## src/hw/mmu_pkg.sv

```systemverilog
package mmu_pkg;

    // Sv32 address geometry
    localparam int VPN_W     = 20;
    localparam int PPN_W     = 22;
    localparam int PADDR_W   = 34;
    localparam int PTE_W     = 32;
    localparam int VPN_SEG_W = 10;   // One VPN level, also the superpage offset in pages

    // Flags returned with a translation, PTE bits 7:0
    localparam int FLAG_W = 8;

    // PTE flag positions
    localparam int PTE_V     = 0;
    localparam int PTE_R     = 1;
    localparam int PTE_W_BIT = 2;
    localparam int PTE_X     = 3;

    // First PPN bit inside a PTE
    localparam int PTE_PPN_LSB = 10;

    // Requester codes carried through lookup and walk
    localparam logic SRC_ITLB = 1'b0;
    localparam logic SRC_DTLB = 1'b1;

endpackage

```

## src/hw/rr_arbiter.sv

```systemverilog
`timescale 1ns/1ps

module rr_arbiter #(
    parameter int N_REQ  = 2,
    parameter int DATA_W = 20,
    parameter int IDX_W  = (N_REQ > 1) ? $clog2(N_REQ) : 1
) (
    input  logic                    clk,
    input  logic                    reset_i,
    input  logic [N_REQ-1:0]        req_valid_i,
    input  logic [N_REQ*DATA_W-1:0] req_data_i,
    output logic [N_REQ-1:0]        req_ready_o,
    input  logic                    out_ready_i,
    output logic                    out_valid_o,
    output logic [DATA_W-1:0]       out_data_o,
    output logic [IDX_W-1:0]        out_idx_o
);

    logic [IDX_W-1:0] ptr;          // Highest priority requester this cycle
    logic [IDX_W-1:0] grant_idx;
    logic             grant_found;

    // First valid requester at or after the pointer, wrapping around
    always_comb begin
        int cand;
        grant_found = 1'b0;
        grant_idx   = '0;
        for (int i = 0; i < N_REQ; i++) begin
            cand = int'(ptr) + i;
            if (cand >= N_REQ) begin
                cand = cand - N_REQ;
            end
            if (!grant_found && req_valid_i[cand]) begin
                grant_found = 1'b1;
                grant_idx   = IDX_W'(cand);
            end
        end
    end

    // Idle requesters see ready so a new request is taken at once
    always_comb begin
        for (int i = 0; i < N_REQ; i++) begin
            req_ready_o[i] = out_ready_i & (~grant_found | (grant_idx == IDX_W'(i)));
        end
    end

    assign out_valid_o = grant_found;
    assign out_data_o  = req_data_i[grant_idx*DATA_W +: DATA_W];
    assign out_idx_o   = grant_idx;

    always_ff @(posedge clk) begin
        if (reset_i) begin
            ptr <= '0;
        end else if (out_valid_o && out_ready_i) begin
            ptr <= (grant_idx == IDX_W'(N_REQ - 1)) ? '0 : grant_idx + 1'b1;  // Skip past winner
        end
    end

endmodule

```

## src/hw/tlb_cache.sv

```systemverilog
`timescale 1ns/1ps

module tlb_cache import mmu_pkg::*; #(
    parameter int TLB_ENTRIES = 8
) (
    input  logic              clk,
    input  logic              reset_i,
    input  logic              lookup_valid_i,
    input  logic [VPN_W-1:0]  lookup_vpn_i,
    input  logic              lookup_src_i,
    output logic              lookup_ready_o,
    input  logic              busy_i,
    input  logic              refill_valid_i,
    input  logic [VPN_W-1:0]  refill_vpn_i,
    input  logic [PPN_W-1:0]  refill_ppn_i,
    input  logic              refill_super_i,
    input  logic [FLAG_W-1:0] refill_flags_i,
    input  logic              fence_i,
    input  logic              fence_all_i,
    input  logic [VPN_W-1:0]  fence_vpn_i,
    output logic              hit_valid_o,
    output logic              hit_src_o,
    output logic [PPN_W-1:0]  hit_ppn_o,
    output logic              hit_super_o,
    output logic [FLAG_W-1:0] hit_flags_o,
    output logic              walk_start_o,
    output logic [VPN_W-1:0]  walk_vpn_o,
    output logic              walk_src_o,
    output logic              fence_done_o
);

    localparam int IDX_W = $clog2(TLB_ENTRIES);

    logic [TLB_ENTRIES-1:0] ent_valid;
    logic [VPN_W-1:0]       ent_vpn   [TLB_ENTRIES];
    logic [PPN_W-1:0]       ent_ppn   [TLB_ENTRIES];
    logic                   ent_super [TLB_ENTRIES];
    logic [FLAG_W-1:0]      ent_flags [TLB_ENTRIES];
    logic [IDX_W-1:0]       victim;

    logic                   s1_valid;
    logic [VPN_W-1:0]       s1_vpn;
    logic                   s1_src;
    logic                   s1_hit;
    logic                   s1_miss;
    logic [IDX_W-1:0]       hit_idx;
    logic [PPN_W-1:0]       sel_ppn;

    logic                   fence_pend;
    logic                   fence_all_q;
    logic [VPN_W-1:0]       fence_vpn_q;
    logic                   fence_go;
    logic                   fence_all;
    logic [VPN_W-1:0]       fence_vpn;

    // A superpage entry only compares the upper VPN segment
    function automatic logic vpn_match(
        input logic [VPN_W-1:0] ent,
        input logic             sp,
        input logic [VPN_W-1:0] vpn
    );
        return (ent[VPN_W-1:VPN_SEG_W] == vpn[VPN_W-1:VPN_SEG_W]) &&
               (sp || (ent[VPN_SEG_W-1:0] == vpn[VPN_SEG_W-1:0]));
    endfunction

    always_comb begin
        s1_hit  = 1'b0;
        hit_idx = '0;
        for (int i = 0; i < TLB_ENTRIES; i++) begin
            if (!s1_hit && ent_valid[i] && vpn_match(ent_vpn[i], ent_super[i], s1_vpn)) begin
                s1_hit  = 1'b1;
                hit_idx = IDX_W'(i);
            end
        end
    end

    assign s1_miss = s1_valid & ~s1_hit;
    assign sel_ppn = ent_super[hit_idx] ?
                     {ent_ppn[hit_idx][PPN_W-1:VPN_SEG_W], s1_vpn[VPN_SEG_W-1:0]} :
                     ent_ppn[hit_idx];

    // A pending miss blocks intake until the walker has finished
    assign lookup_ready_o = ~busy_i & ~walk_start_o & ~s1_miss & ~fence_pend & ~fence_i;

    assign fence_go  = (fence_i | fence_pend) & ~busy_i & ~walk_start_o & ~s1_miss;
    assign fence_all = fence_i ? fence_all_i : fence_all_q;
    assign fence_vpn = fence_i ? fence_vpn_i : fence_vpn_q;

    always_ff @(posedge clk) begin
        if (reset_i) begin
            s1_valid     <= 1'b0;
            hit_valid_o  <= 1'b0;
            walk_start_o <= 1'b0;
            fence_pend   <= 1'b0;
            fence_done_o <= 1'b0;
        end else begin
            s1_valid     <= lookup_valid_i & lookup_ready_o;
            hit_valid_o  <= s1_valid & s1_hit;
            walk_start_o <= s1_miss;
            fence_pend   <= (fence_pend | fence_i) & ~fence_go;
            fence_done_o <= fence_go;
        end
    end

    always_ff @(posedge clk) begin
        if (lookup_valid_i && lookup_ready_o) begin
            s1_vpn <= lookup_vpn_i;
            s1_src <= lookup_src_i;
        end
        hit_src_o   <= s1_src;
        hit_ppn_o   <= sel_ppn;
        hit_super_o <= ent_super[hit_idx];
        hit_flags_o <= ent_flags[hit_idx];
        walk_vpn_o  <= s1_vpn;
        walk_src_o  <= s1_src;
        if (fence_i) begin
            fence_all_q <= fence_all_i;
            fence_vpn_q <= fence_vpn_i;
        end
    end

    always_ff @(posedge clk) begin
        if (refill_valid_i) begin
            ent_vpn[victim]   <= refill_vpn_i;
            ent_ppn[victim]   <= refill_ppn_i;
            ent_super[victim] <= refill_super_i;
            ent_flags[victim] <= refill_flags_i;
        end
    end

    always_ff @(posedge clk) begin
        if (reset_i) begin
            ent_valid <= '0;
            victim    <= '0;
        end else begin
            if (refill_valid_i) begin
                ent_valid[victim] <= 1'b1;
                victim            <= victim + 1'b1;  // Round-robin replacement
            end
            if (fence_go) begin
                for (int i = 0; i < TLB_ENTRIES; i++) begin
                    if (fence_all || vpn_match(ent_vpn[i], ent_super[i], fence_vpn)) begin
                        ent_valid[i] <= 1'b0;
                    end
                end
            end
        end
    end

endmodule

```

## src/hw/page_walker.sv

```systemverilog
`timescale 1ns/1ps

module page_walker import mmu_pkg::*; (
    input  logic               clk,
    input  logic               reset_i,
    input  logic               start_i,
    input  logic [VPN_W-1:0]   vpn_i,
    input  logic               src_i,
    input  logic [PPN_W-1:0]   satp_ppn_i,
    output logic               busy_o,
    output logic               mem_req_o,
    output logic [PADDR_W-1:0] mem_addr_o,
    input  logic               mem_ready_i,
    input  logic               mem_rvalid_i,
    input  logic [PTE_W-1:0]   mem_rdata_i,
    output logic               result_valid_o,
    input  logic               result_ready_i,
    output logic [VPN_W-1:0]   result_vpn_o,
    output logic               result_src_o,
    output logic [PPN_W-1:0]   result_ppn_o,
    output logic               result_super_o,
    output logic [FLAG_W-1:0]  result_flags_o,
    output logic               result_fault_o
);

    localparam logic [1:0] ST_IDLE = 2'd0;
    localparam logic [1:0] ST_REQ  = 2'd1;
    localparam logic [1:0] ST_WAIT = 2'd2;
    localparam logic [1:0] ST_DONE = 2'd3;

    logic [1:0]         state;
    logic               level;      // 1 while reading the root table
    logic [PADDR_W-1:0] addr_q;

    logic [PPN_W-1:0]   pte_ppn;
    logic               pte_v;
    logic               pte_r;
    logic               pte_w;
    logic               pte_x;
    logic               pte_bad;
    logic               pte_leaf;
    logic               next_level;

    assign pte_ppn  = mem_rdata_i[PTE_PPN_LSB +: PPN_W];
    assign pte_v    = mem_rdata_i[PTE_V];
    assign pte_r    = mem_rdata_i[PTE_R];
    assign pte_w    = mem_rdata_i[PTE_W_BIT];
    assign pte_x    = mem_rdata_i[PTE_X];
    assign pte_bad  = ~pte_v | (pte_w & ~pte_r);
    assign pte_leaf = pte_r | pte_x;

    // Valid pointer at the root level continues the walk
    assign next_level = ~pte_bad & ~pte_leaf & level;

    assign busy_o         = (state != ST_IDLE);
    assign mem_req_o      = (state == ST_REQ);
    assign mem_addr_o     = addr_q;
    assign result_valid_o = (state == ST_DONE);

    always_ff @(posedge clk) begin
        if (reset_i) begin
            state <= ST_IDLE;
            level <= 1'b1;
        end else begin
            case (state)
                ST_IDLE: begin
                    if (start_i) begin
                        state <= ST_REQ;
                        level <= 1'b1;
                    end
                end
                ST_REQ: begin
                    if (mem_ready_i) begin
                        state <= ST_WAIT;
                    end
                end
                ST_WAIT: begin
                    if (mem_rvalid_i) begin
                        state <= next_level ? ST_REQ : ST_DONE;
                        level <= level & ~next_level;
                    end
                end
                default: begin
                    if (result_ready_i) begin
                        state <= ST_IDLE;  // Result taken
                    end
                end
            endcase
        end
    end

    always_ff @(posedge clk) begin
        if (state == ST_IDLE && start_i) begin
            result_vpn_o <= vpn_i;
            result_src_o <= src_i;
            addr_q       <= {satp_ppn_i, vpn_i[VPN_W-1 -: VPN_SEG_W], 2'b00};
        end
        if (state == ST_WAIT && mem_rvalid_i) begin
            result_flags_o <= mem_rdata_i[FLAG_W-1:0];
            result_super_o <= level;
            result_ppn_o   <= pte_ppn;
            result_fault_o <= 1'b0;
            if (pte_bad) begin
                result_fault_o <= 1'b1;
            end else if (!pte_leaf) begin
                if (level) begin
                    addr_q <= {pte_ppn, result_vpn_o[VPN_SEG_W-1:0], 2'b00};
                end else begin
                    result_fault_o <= 1'b1;  // Pointer at the last level
                end
            end else if (level) begin
                // Superpage must be aligned, page offset comes from the VPN
                result_fault_o <= (pte_ppn[VPN_SEG_W-1:0] != '0);
                result_ppn_o   <= {pte_ppn[PPN_W-1:VPN_SEG_W], result_vpn_o[VPN_SEG_W-1:0]};
            end
        end
    end

endmodule

```

## src/hw/l2_tlb.sv

```systemverilog
`timescale 1ns/1ps

module l2_tlb import mmu_pkg::*; #(
    parameter int TLB_ENTRIES = 8
) (
    input  logic               clk,
    input  logic               reset_i,
    input  logic               itlb_req_i,
    input  logic [VPN_W-1:0]   itlb_vpn_i,
    output logic               itlb_ready_o,
    input  logic               dtlb_req_i,
    input  logic [VPN_W-1:0]   dtlb_vpn_i,
    output logic               dtlb_ready_o,
    output logic               itlb_resp_valid_o,
    output logic               dtlb_resp_valid_o,
    output logic [PPN_W-1:0]   resp_ppn_o,
    output logic               resp_super_o,
    output logic [FLAG_W-1:0]  resp_flags_o,
    output logic               resp_fault_o,
    input  logic [PPN_W-1:0]   satp_ppn_i,
    input  logic               fence_i,
    input  logic               fence_all_i,
    input  logic [VPN_W-1:0]   fence_vpn_i,
    output logic               fence_done_o,
    output logic               mem_req_o,
    output logic [PADDR_W-1:0] mem_addr_o,
    input  logic               mem_ready_i,
    input  logic               mem_rvalid_i,
    input  logic [PTE_W-1:0]   mem_rdata_i
);

    logic              fence_q;
    logic              arb_valid;
    logic              arb_ready;
    logic [VPN_W-1:0]  arb_vpn;
    logic [0:0]        arb_idx;
    logic              cache_ready;

    logic              hit_valid;
    logic              hit_src;
    logic [PPN_W-1:0]  hit_ppn;
    logic              hit_super;
    logic [FLAG_W-1:0] hit_flags;
    logic              walk_start;
    logic [VPN_W-1:0]  walk_vpn;
    logic              walk_src;

    logic              walk_busy;
    logic              walk_valid;
    logic              walk_ready;
    logic              walk_xfer;
    logic [VPN_W-1:0]  res_vpn;
    logic              res_src;
    logic [PPN_W-1:0]  res_ppn;
    logic              res_super;
    logic [FLAG_W-1:0] res_flags;
    logic              res_fault;

    logic              resp_valid;
    logic              resp_src;

    assign arb_ready = cache_ready & ~fence_q;  // Fence holds both requesters off

    rr_arbiter #(.N_REQ(2), .DATA_W(VPN_W)) u_arb (
        .clk        (clk),
        .reset_i    (reset_i),
        .req_valid_i({dtlb_req_i, itlb_req_i}),
        .req_data_i ({dtlb_vpn_i, itlb_vpn_i}),
        .req_ready_o({dtlb_ready_o, itlb_ready_o}),
        .out_ready_i(arb_ready),
        .out_valid_o(arb_valid),
        .out_data_o (arb_vpn),
        .out_idx_o  (arb_idx)
    );

    tlb_cache #(.TLB_ENTRIES(TLB_ENTRIES)) u_cache (
        .clk           (clk),
        .reset_i       (reset_i),
        .lookup_valid_i(arb_valid & ~fence_q),
        .lookup_vpn_i  (arb_vpn),
        .lookup_src_i  ((arb_idx == 1'b0) ? SRC_ITLB : SRC_DTLB),
        .lookup_ready_o(cache_ready),
        .busy_i        (walk_busy),
        .refill_valid_i(walk_xfer & ~res_fault),  // Faults are never cached
        .refill_vpn_i  (res_vpn),
        .refill_ppn_i  (res_ppn),
        .refill_super_i(res_super),
        .refill_flags_i(res_flags),
        .fence_i       (fence_i),
        .fence_all_i   (fence_all_i),
        .fence_vpn_i   (fence_vpn_i),
        .hit_valid_o   (hit_valid),
        .hit_src_o     (hit_src),
        .hit_ppn_o     (hit_ppn),
        .hit_super_o   (hit_super),
        .hit_flags_o   (hit_flags),
        .walk_start_o  (walk_start),
        .walk_vpn_o    (walk_vpn),
        .walk_src_o    (walk_src),
        .fence_done_o  (fence_done_o)
    );

    page_walker u_walker (
        .clk           (clk),
        .reset_i       (reset_i),
        .start_i       (walk_start),
        .vpn_i         (walk_vpn),
        .src_i         (walk_src),
        .satp_ppn_i    (satp_ppn_i),
        .busy_o        (walk_busy),
        .mem_req_o     (mem_req_o),
        .mem_addr_o    (mem_addr_o),
        .mem_ready_i   (mem_ready_i),
        .mem_rvalid_i  (mem_rvalid_i),
        .mem_rdata_i   (mem_rdata_i),
        .result_valid_o(walk_valid),
        .result_ready_i(walk_ready),
        .result_vpn_o  (res_vpn),
        .result_src_o  (res_src),
        .result_ppn_o  (res_ppn),
        .result_super_o(res_super),
        .result_flags_o(res_flags),
        .result_fault_o(res_fault)
    );

    // Hits own the response bus, the walker waits
    assign walk_ready = ~hit_valid;
    assign walk_xfer  = walk_valid & walk_ready;
    assign resp_valid = hit_valid | walk_xfer;
    assign resp_src   = hit_valid ? hit_src : res_src;

    assign itlb_resp_valid_o = resp_valid & (resp_src == SRC_ITLB);
    assign dtlb_resp_valid_o = resp_valid & (resp_src == SRC_DTLB);
    assign resp_ppn_o        = hit_valid ? hit_ppn : res_ppn;
    assign resp_super_o      = hit_valid ? hit_super : res_super;
    assign resp_flags_o      = hit_valid ? hit_flags : res_flags;
    assign resp_fault_o      = ~hit_valid & res_fault;

    always_ff @(posedge clk) begin
        if (reset_i) begin
            fence_q <= 1'b0;
        end else begin
            fence_q <= fence_i | (fence_q & ~fence_done_o);
        end
    end

endmodule

```

## config.mk

```make
export PLATFORM = sky130hd
export DESIGN_NAME = l2_tlb
export DESIGN_NICKNAME = d
export VERILOG_FILES = /design/src/hw/mmu_pkg.sv /design/src/hw/rr_arbiter.sv /design/src/hw/tlb_cache.sv /design/src/hw/page_walker.sv /design/src/hw/l2_tlb.sv
export SDC_FILE = /design/constraint.sdc
export NUM_CORES = 1
export LEC_CHECK = 0
export BUFFER_PORTS_ARGS = -buffer_cell sky130_fd_sc_hd__buf_2
export CORE_AREA = 2 2 242 184
export CTS_CLUSTER_SIZE = 40
export DETAILED_ROUTE_END_ITERATION = 7
export DIE_AREA = 0 0 244 186
export PLACE_DENSITY = 0.89
export SLEW_MARGIN = 10
export SYNTH_ARGS = -nofsm -noshare
export SYNTH_HDL_FRONTEND = slang
export SYNTH_SLANG_ARGS = --single-unit
```

## constraint.sdc

```tcl
create_clock -name clk -period 6.2 [get_ports clk]
set_input_delay 0.62 -clock clk [delete_from_list [all_inputs] [get_ports clk]]
set_output_delay 0.62 -clock clk [all_outputs]
set_load 0.005 [all_outputs]
```

==> parameters.txt <==
Parameter                              Value

Setup path
  Number of cells traversed by the worst register-to-register path ... 9
  Critical path data required time ... 5.58 ns
  Capturing point of the worst reg2reg path ... u_cache.hit_ppn_o[1]
  Arr. time, crit path ... 4.85 ns
  Critical path class ... reg2out
  CP endpoint kind ... output pin
  Slack of the worst reg-to-reg path ... 1.29 ns
  Crit path launch type ... flip-flop
  Maximum net fanout on the critical path ... 10
  Startpoint of the worst-slack reg-to-reg timing path ... u_cache.s1_vpn[0]

Synthesis
  Asr flop ratio synth ... 0%
  Compound-gate portion of the synthesized area ... 3.669%
  Flop and latch count out of synthesis ... 610
  Number of distinct library cells after synthesis ... 50
  Mapped Cells ... around 1,800
  Synth Area in Adders ... 0.04905%
  Dominant combinational cell family by area after synthesis ... XOR/XNOR gates
  Synthesized-area fraction occupied by and/or/nand/nor cells ... under 10%
  Syn Area/Cell ... around 15 um^2
  Syn_nets ... 1,877
  Area of the mapped netlist ... 25,510 um^2
  Synth Area in XOR/XNOR ... 11.02%
  Share of synthesized area occupied by flip-flops and latches ... ~67%
  Number of enable-type register cells in the synthesized netlist ... just under 500
  Mux cell area share after synthesis ... 10.78%
  Prevailing post-synth register cell ... edfxtp_1
  Synth warn ... 0

Min path
  Sink of the worst hold path ... u_walker.result_flags_o[6]
  Number of cells on the worst hold path ... 1
  Class of the most critical hold timing path ... in2reg
  Min-delay src ... mem_rdata_i[6]

Route
  Drt first pass iters ... 5
  DRC violations left ... 0
  Vias post-DR ... 16,122
  Total Wirelength ... 66,670 um
  Number of nets still failing antenna checks after routing ... 0
  Vias/cell ... roughly 6.2
  Drt wl/cell ... 25.84 um
  Number of design-rule violations left by the first detailed-router iteration ... 2,360

Clock tree
  CTS tree ... yes
  Clock root buffer ... clkbuf_16
  Cts bufs inserted ... between 50 and 60
  Number of cells upsized or downsized after cts ... 0
  Number of hold-repair buffers added at the cts stage ... 0
  Number of clock sinks seen by CTS ... between 600 and 700
  Depth of the CTS H-tree ... 2
  Reg clk slew, reported paths ... 0.07 ns
  Deepest clock path buffer count ... 3
  Clk_lat worst skew ... around 0.6 ns
  Number of post-CTS setup repair buffers ... 0

Global routing
  Total routing resource utilization after global routing ... 29.00%
  Number of global-route vias before repair ... approximately 16,000
  Aggregate global routing overflow ... 0
  Wire length of the first global-routing pass ... 97,850 um
  Maximum number of pins on one net before global-route repair ... between 60 and 70
  Antenna violations before repair ... 0

Pwr
  Part of the power in combinational logic ... under 10%
  Leakage power figure ... 9.743 nW
  Power Internal ... approximately 6.7 mW
  Share of power burned in registers ... roughly 54%
  Sw frac ... between 20% and 30%
  Clock group share of total power ... 38.7%
  Maximum VDD drop ... 0.2301 mV
  Net Switching ... between 1.5 and 2 mW
  Total power density per cell area ... 298.9 nW/um^2

STA
  Post-Route Hold Slack ... 0.1927 ns
  Final Hold Fails ... 0
  Count of pins over their slew limit ... 0
  Worst relative slew slack ... 20.47%
  Final cycle utilization of the critical path ... 88.25%
  Final total negative setup slack ... 0 ns
  Actual transition at the worst max-transition pin ... 1.160 ns
  Fmax ... 182.8 MHz
  Skew final ... 0.01275 ns
  Clock period minus final worst setup slack ... ~5.5 ns
  Endpoints failing setup ... 0
  RSZ-0062 raised after global routing ... false
  PnR worst setup slack ... around 0.73 ns

Finish
  Synth-to-Final Area Change ... 13.68%
  Count of filler cells inserted in the layout ... 2,721
  Fraction of final layout cells with drive strength greater than 1 ... around a fifth
  Final Net Count ... 2,076

Placed design
  Final estimated routing congestion in global placement ... 0.8799
  Placement-stage worst setup slack ... 1.597 ns
  Hpwl dp ... 39,720 um
  Count of buffers inserted at the top-level ports ... 191

Run status
  Run status ... finished clean

Die
  Core outline area ... 43,020 um^2
  Area of the die ... 45,380 um^2
  Chip width ... 244 um
  Row cnt ... 66
  Initial standard-cell utilization of the core ... between 50% and 60%
  Count of pins on the block boundary ... 194
  Floorplan die height ... ~190 um

Run
  Max-cap violations ... 0
## state kept, by name, summed over array words and instances (netlist names), 20 cells and up
name,count
u_cache.ent_flags,64
u_cache.ent_ppn,176
u_cache.ent_vpn,160
u_cache.fence_vpn_q,20
u_cache.hit_ppn_o,22
u_cache.s1_vpn,20
u_cache.walk_vpn_o,20
u_walker.mem_addr_o,34
u_walker.result_ppn_o,22
u_walker.result_vpn_o,20
## per-stage QoR
| stage | cell area [um^2] | util (%) | std cells | power [mW] |
|---|---|---|---|---|
| after detailed placement | 27230 | 63.29 | 2475 | 5.375 |
| after floorplan | 25510 | - | 1754 | 5.058 |
| after global routing | 28990 | 67.38 | 2577 | 8.879 |
| after CTS | 28990 | 67.38 | 2577 | 8.654 |
| final | 29000 | 67.40 | 2580 | 8.666 |
| after global placement | 27230 | 63.29 | 2475 | 5.338 |
## metal layers
layer / track usage, % / up-vias / wire (um)
li1: - / 6850 / -
met3: 5.046 / 215 / 7768
met2: 46.10 / 1158 / 30710
met5: 0 / - / 0
met4: 11.00 / 0 / 2380
met1: 40.36 / 7899 / 25820
## cell usage after synthesis (all sizes together) (4+ instances only)
master  count  share of area [%]
xor2       85                2.9
edfxtp    482                 57
buf        44               0.93
nor2       57               0.84
dfxtp     128                 10
nor2b       4              0.098
nor4       48                1.2
nor3        8               0.16
o21ai      54                1.1
nand2b      9               0.22
mux2i     160                6.3
nand3      15               0.29
clkbuf     33               0.49
or4         6               0.18
xnor2     236                8.1
nand4      36               0.88
nand2     110                1.6
a21oi      39               0.78
or3         4              0.098
a211oi      9               0.26
inv        25               0.37
mux2      102                4.5
o211ai     21               0.62
a41oi      13               0.45
## cell families after synthesis
logic type	Yosys count
AO/OA/AOI/OAI	151
XOR/XNOR	321
adder cells (fa/ha/maj)	1
buffers and inverters	102
flip-flops	610
multiplexers	262
AND/OR/NAND/NOR	307
## critical path: stages, from the launching register on
cell	delay, ns
edfxtp_1	0.94
xnor2_1	0.22
nand4_1	0.15
nor4_1	0.70
o21ai_0	0.36
nand3b_1	0.31
nor2_1	0.11
a2111o_1	0.49
nor4_2	0.55
a21boi_1	0.28
buf_2	0.15
## worst max-delay path by stage
stage | slack (ns) | cells past startpoint | to | startpoint
2_1_floorplan | 0.94 | 5 | u_cache.ent_flags[0][0] | u_walker.state[0]
3_3_place_gp | 1.71 | 9 | u_cache.hit_ppn_o[1] | u_cache.s1_vpn[3]
3_5_place_dp | 1.60 | 10 | dtlb_ready_o | u_cache.s1_vpn[0]
4_1_cts | 0.88 | 10 | dtlb_ready_o | u_cache.s1_vpn[1]
5_1_grt | 0.70 | 10 | dtlb_ready_o | u_cache.s1_vpn[1]
6_report | 0.73 | 10 | dtlb_ready_o | u_cache.s1_vpn[0]
## cell type report
cell class	count	area, um^2	area share, %
well taps	578	723.2	2.494
multi-input cells	1042	8177	28.20
diodes	3	7.507	0.02589
inverters	25	93.84	0.3236
clock buffers	79	1549	5.342
flip-flops and latches	610	17040	58.76
repair buffers	220	1199	4.134
clock inverters	23	210.2	0.7249
## cells in the final DEF, fill, tap and decap left out, types with 3 or more instances in the layout
cell       instances
a211oi_1           9
a21oi_1           38
a41oi_1           13
buf_2            191
buf_4             27
bufinv_16          3
clkbuf_1          18
clkbuf_16         57
clkbuf_8           4
clkinv_1           3
clkinv_2          12
dfxtp_1          127
diode_2            3
edfxtp_1         482
inv_1             25
mux2_1            20
mux2_2            82
mux2i_1          145
mux2i_2           15
nand2_1          110
nand2b_1           8
nand3_1           14
nand4_1           36
nor2_1            50
nor2_4             7
nor2b_1            4
nor3_1             6
nor4_1            47
o211ai_1          21
o21ai_0           13
o21ai_1           40
or3_1              4
or4_1              6
xnor2_1          236
xor2_1            85
## power by group through the flow
stage               sequential, mW  combinational, mW  clock [mW]
floorplan                     4.68              0.382           0
global placement              4.74              0.598           0
detailed placement            4.75              0.624           0
CTS                           4.67              0.636        3.35
global route                  4.68              0.691        3.51
finish                        4.67              0.640        3.35
Power figures use the tool's default switching activity.
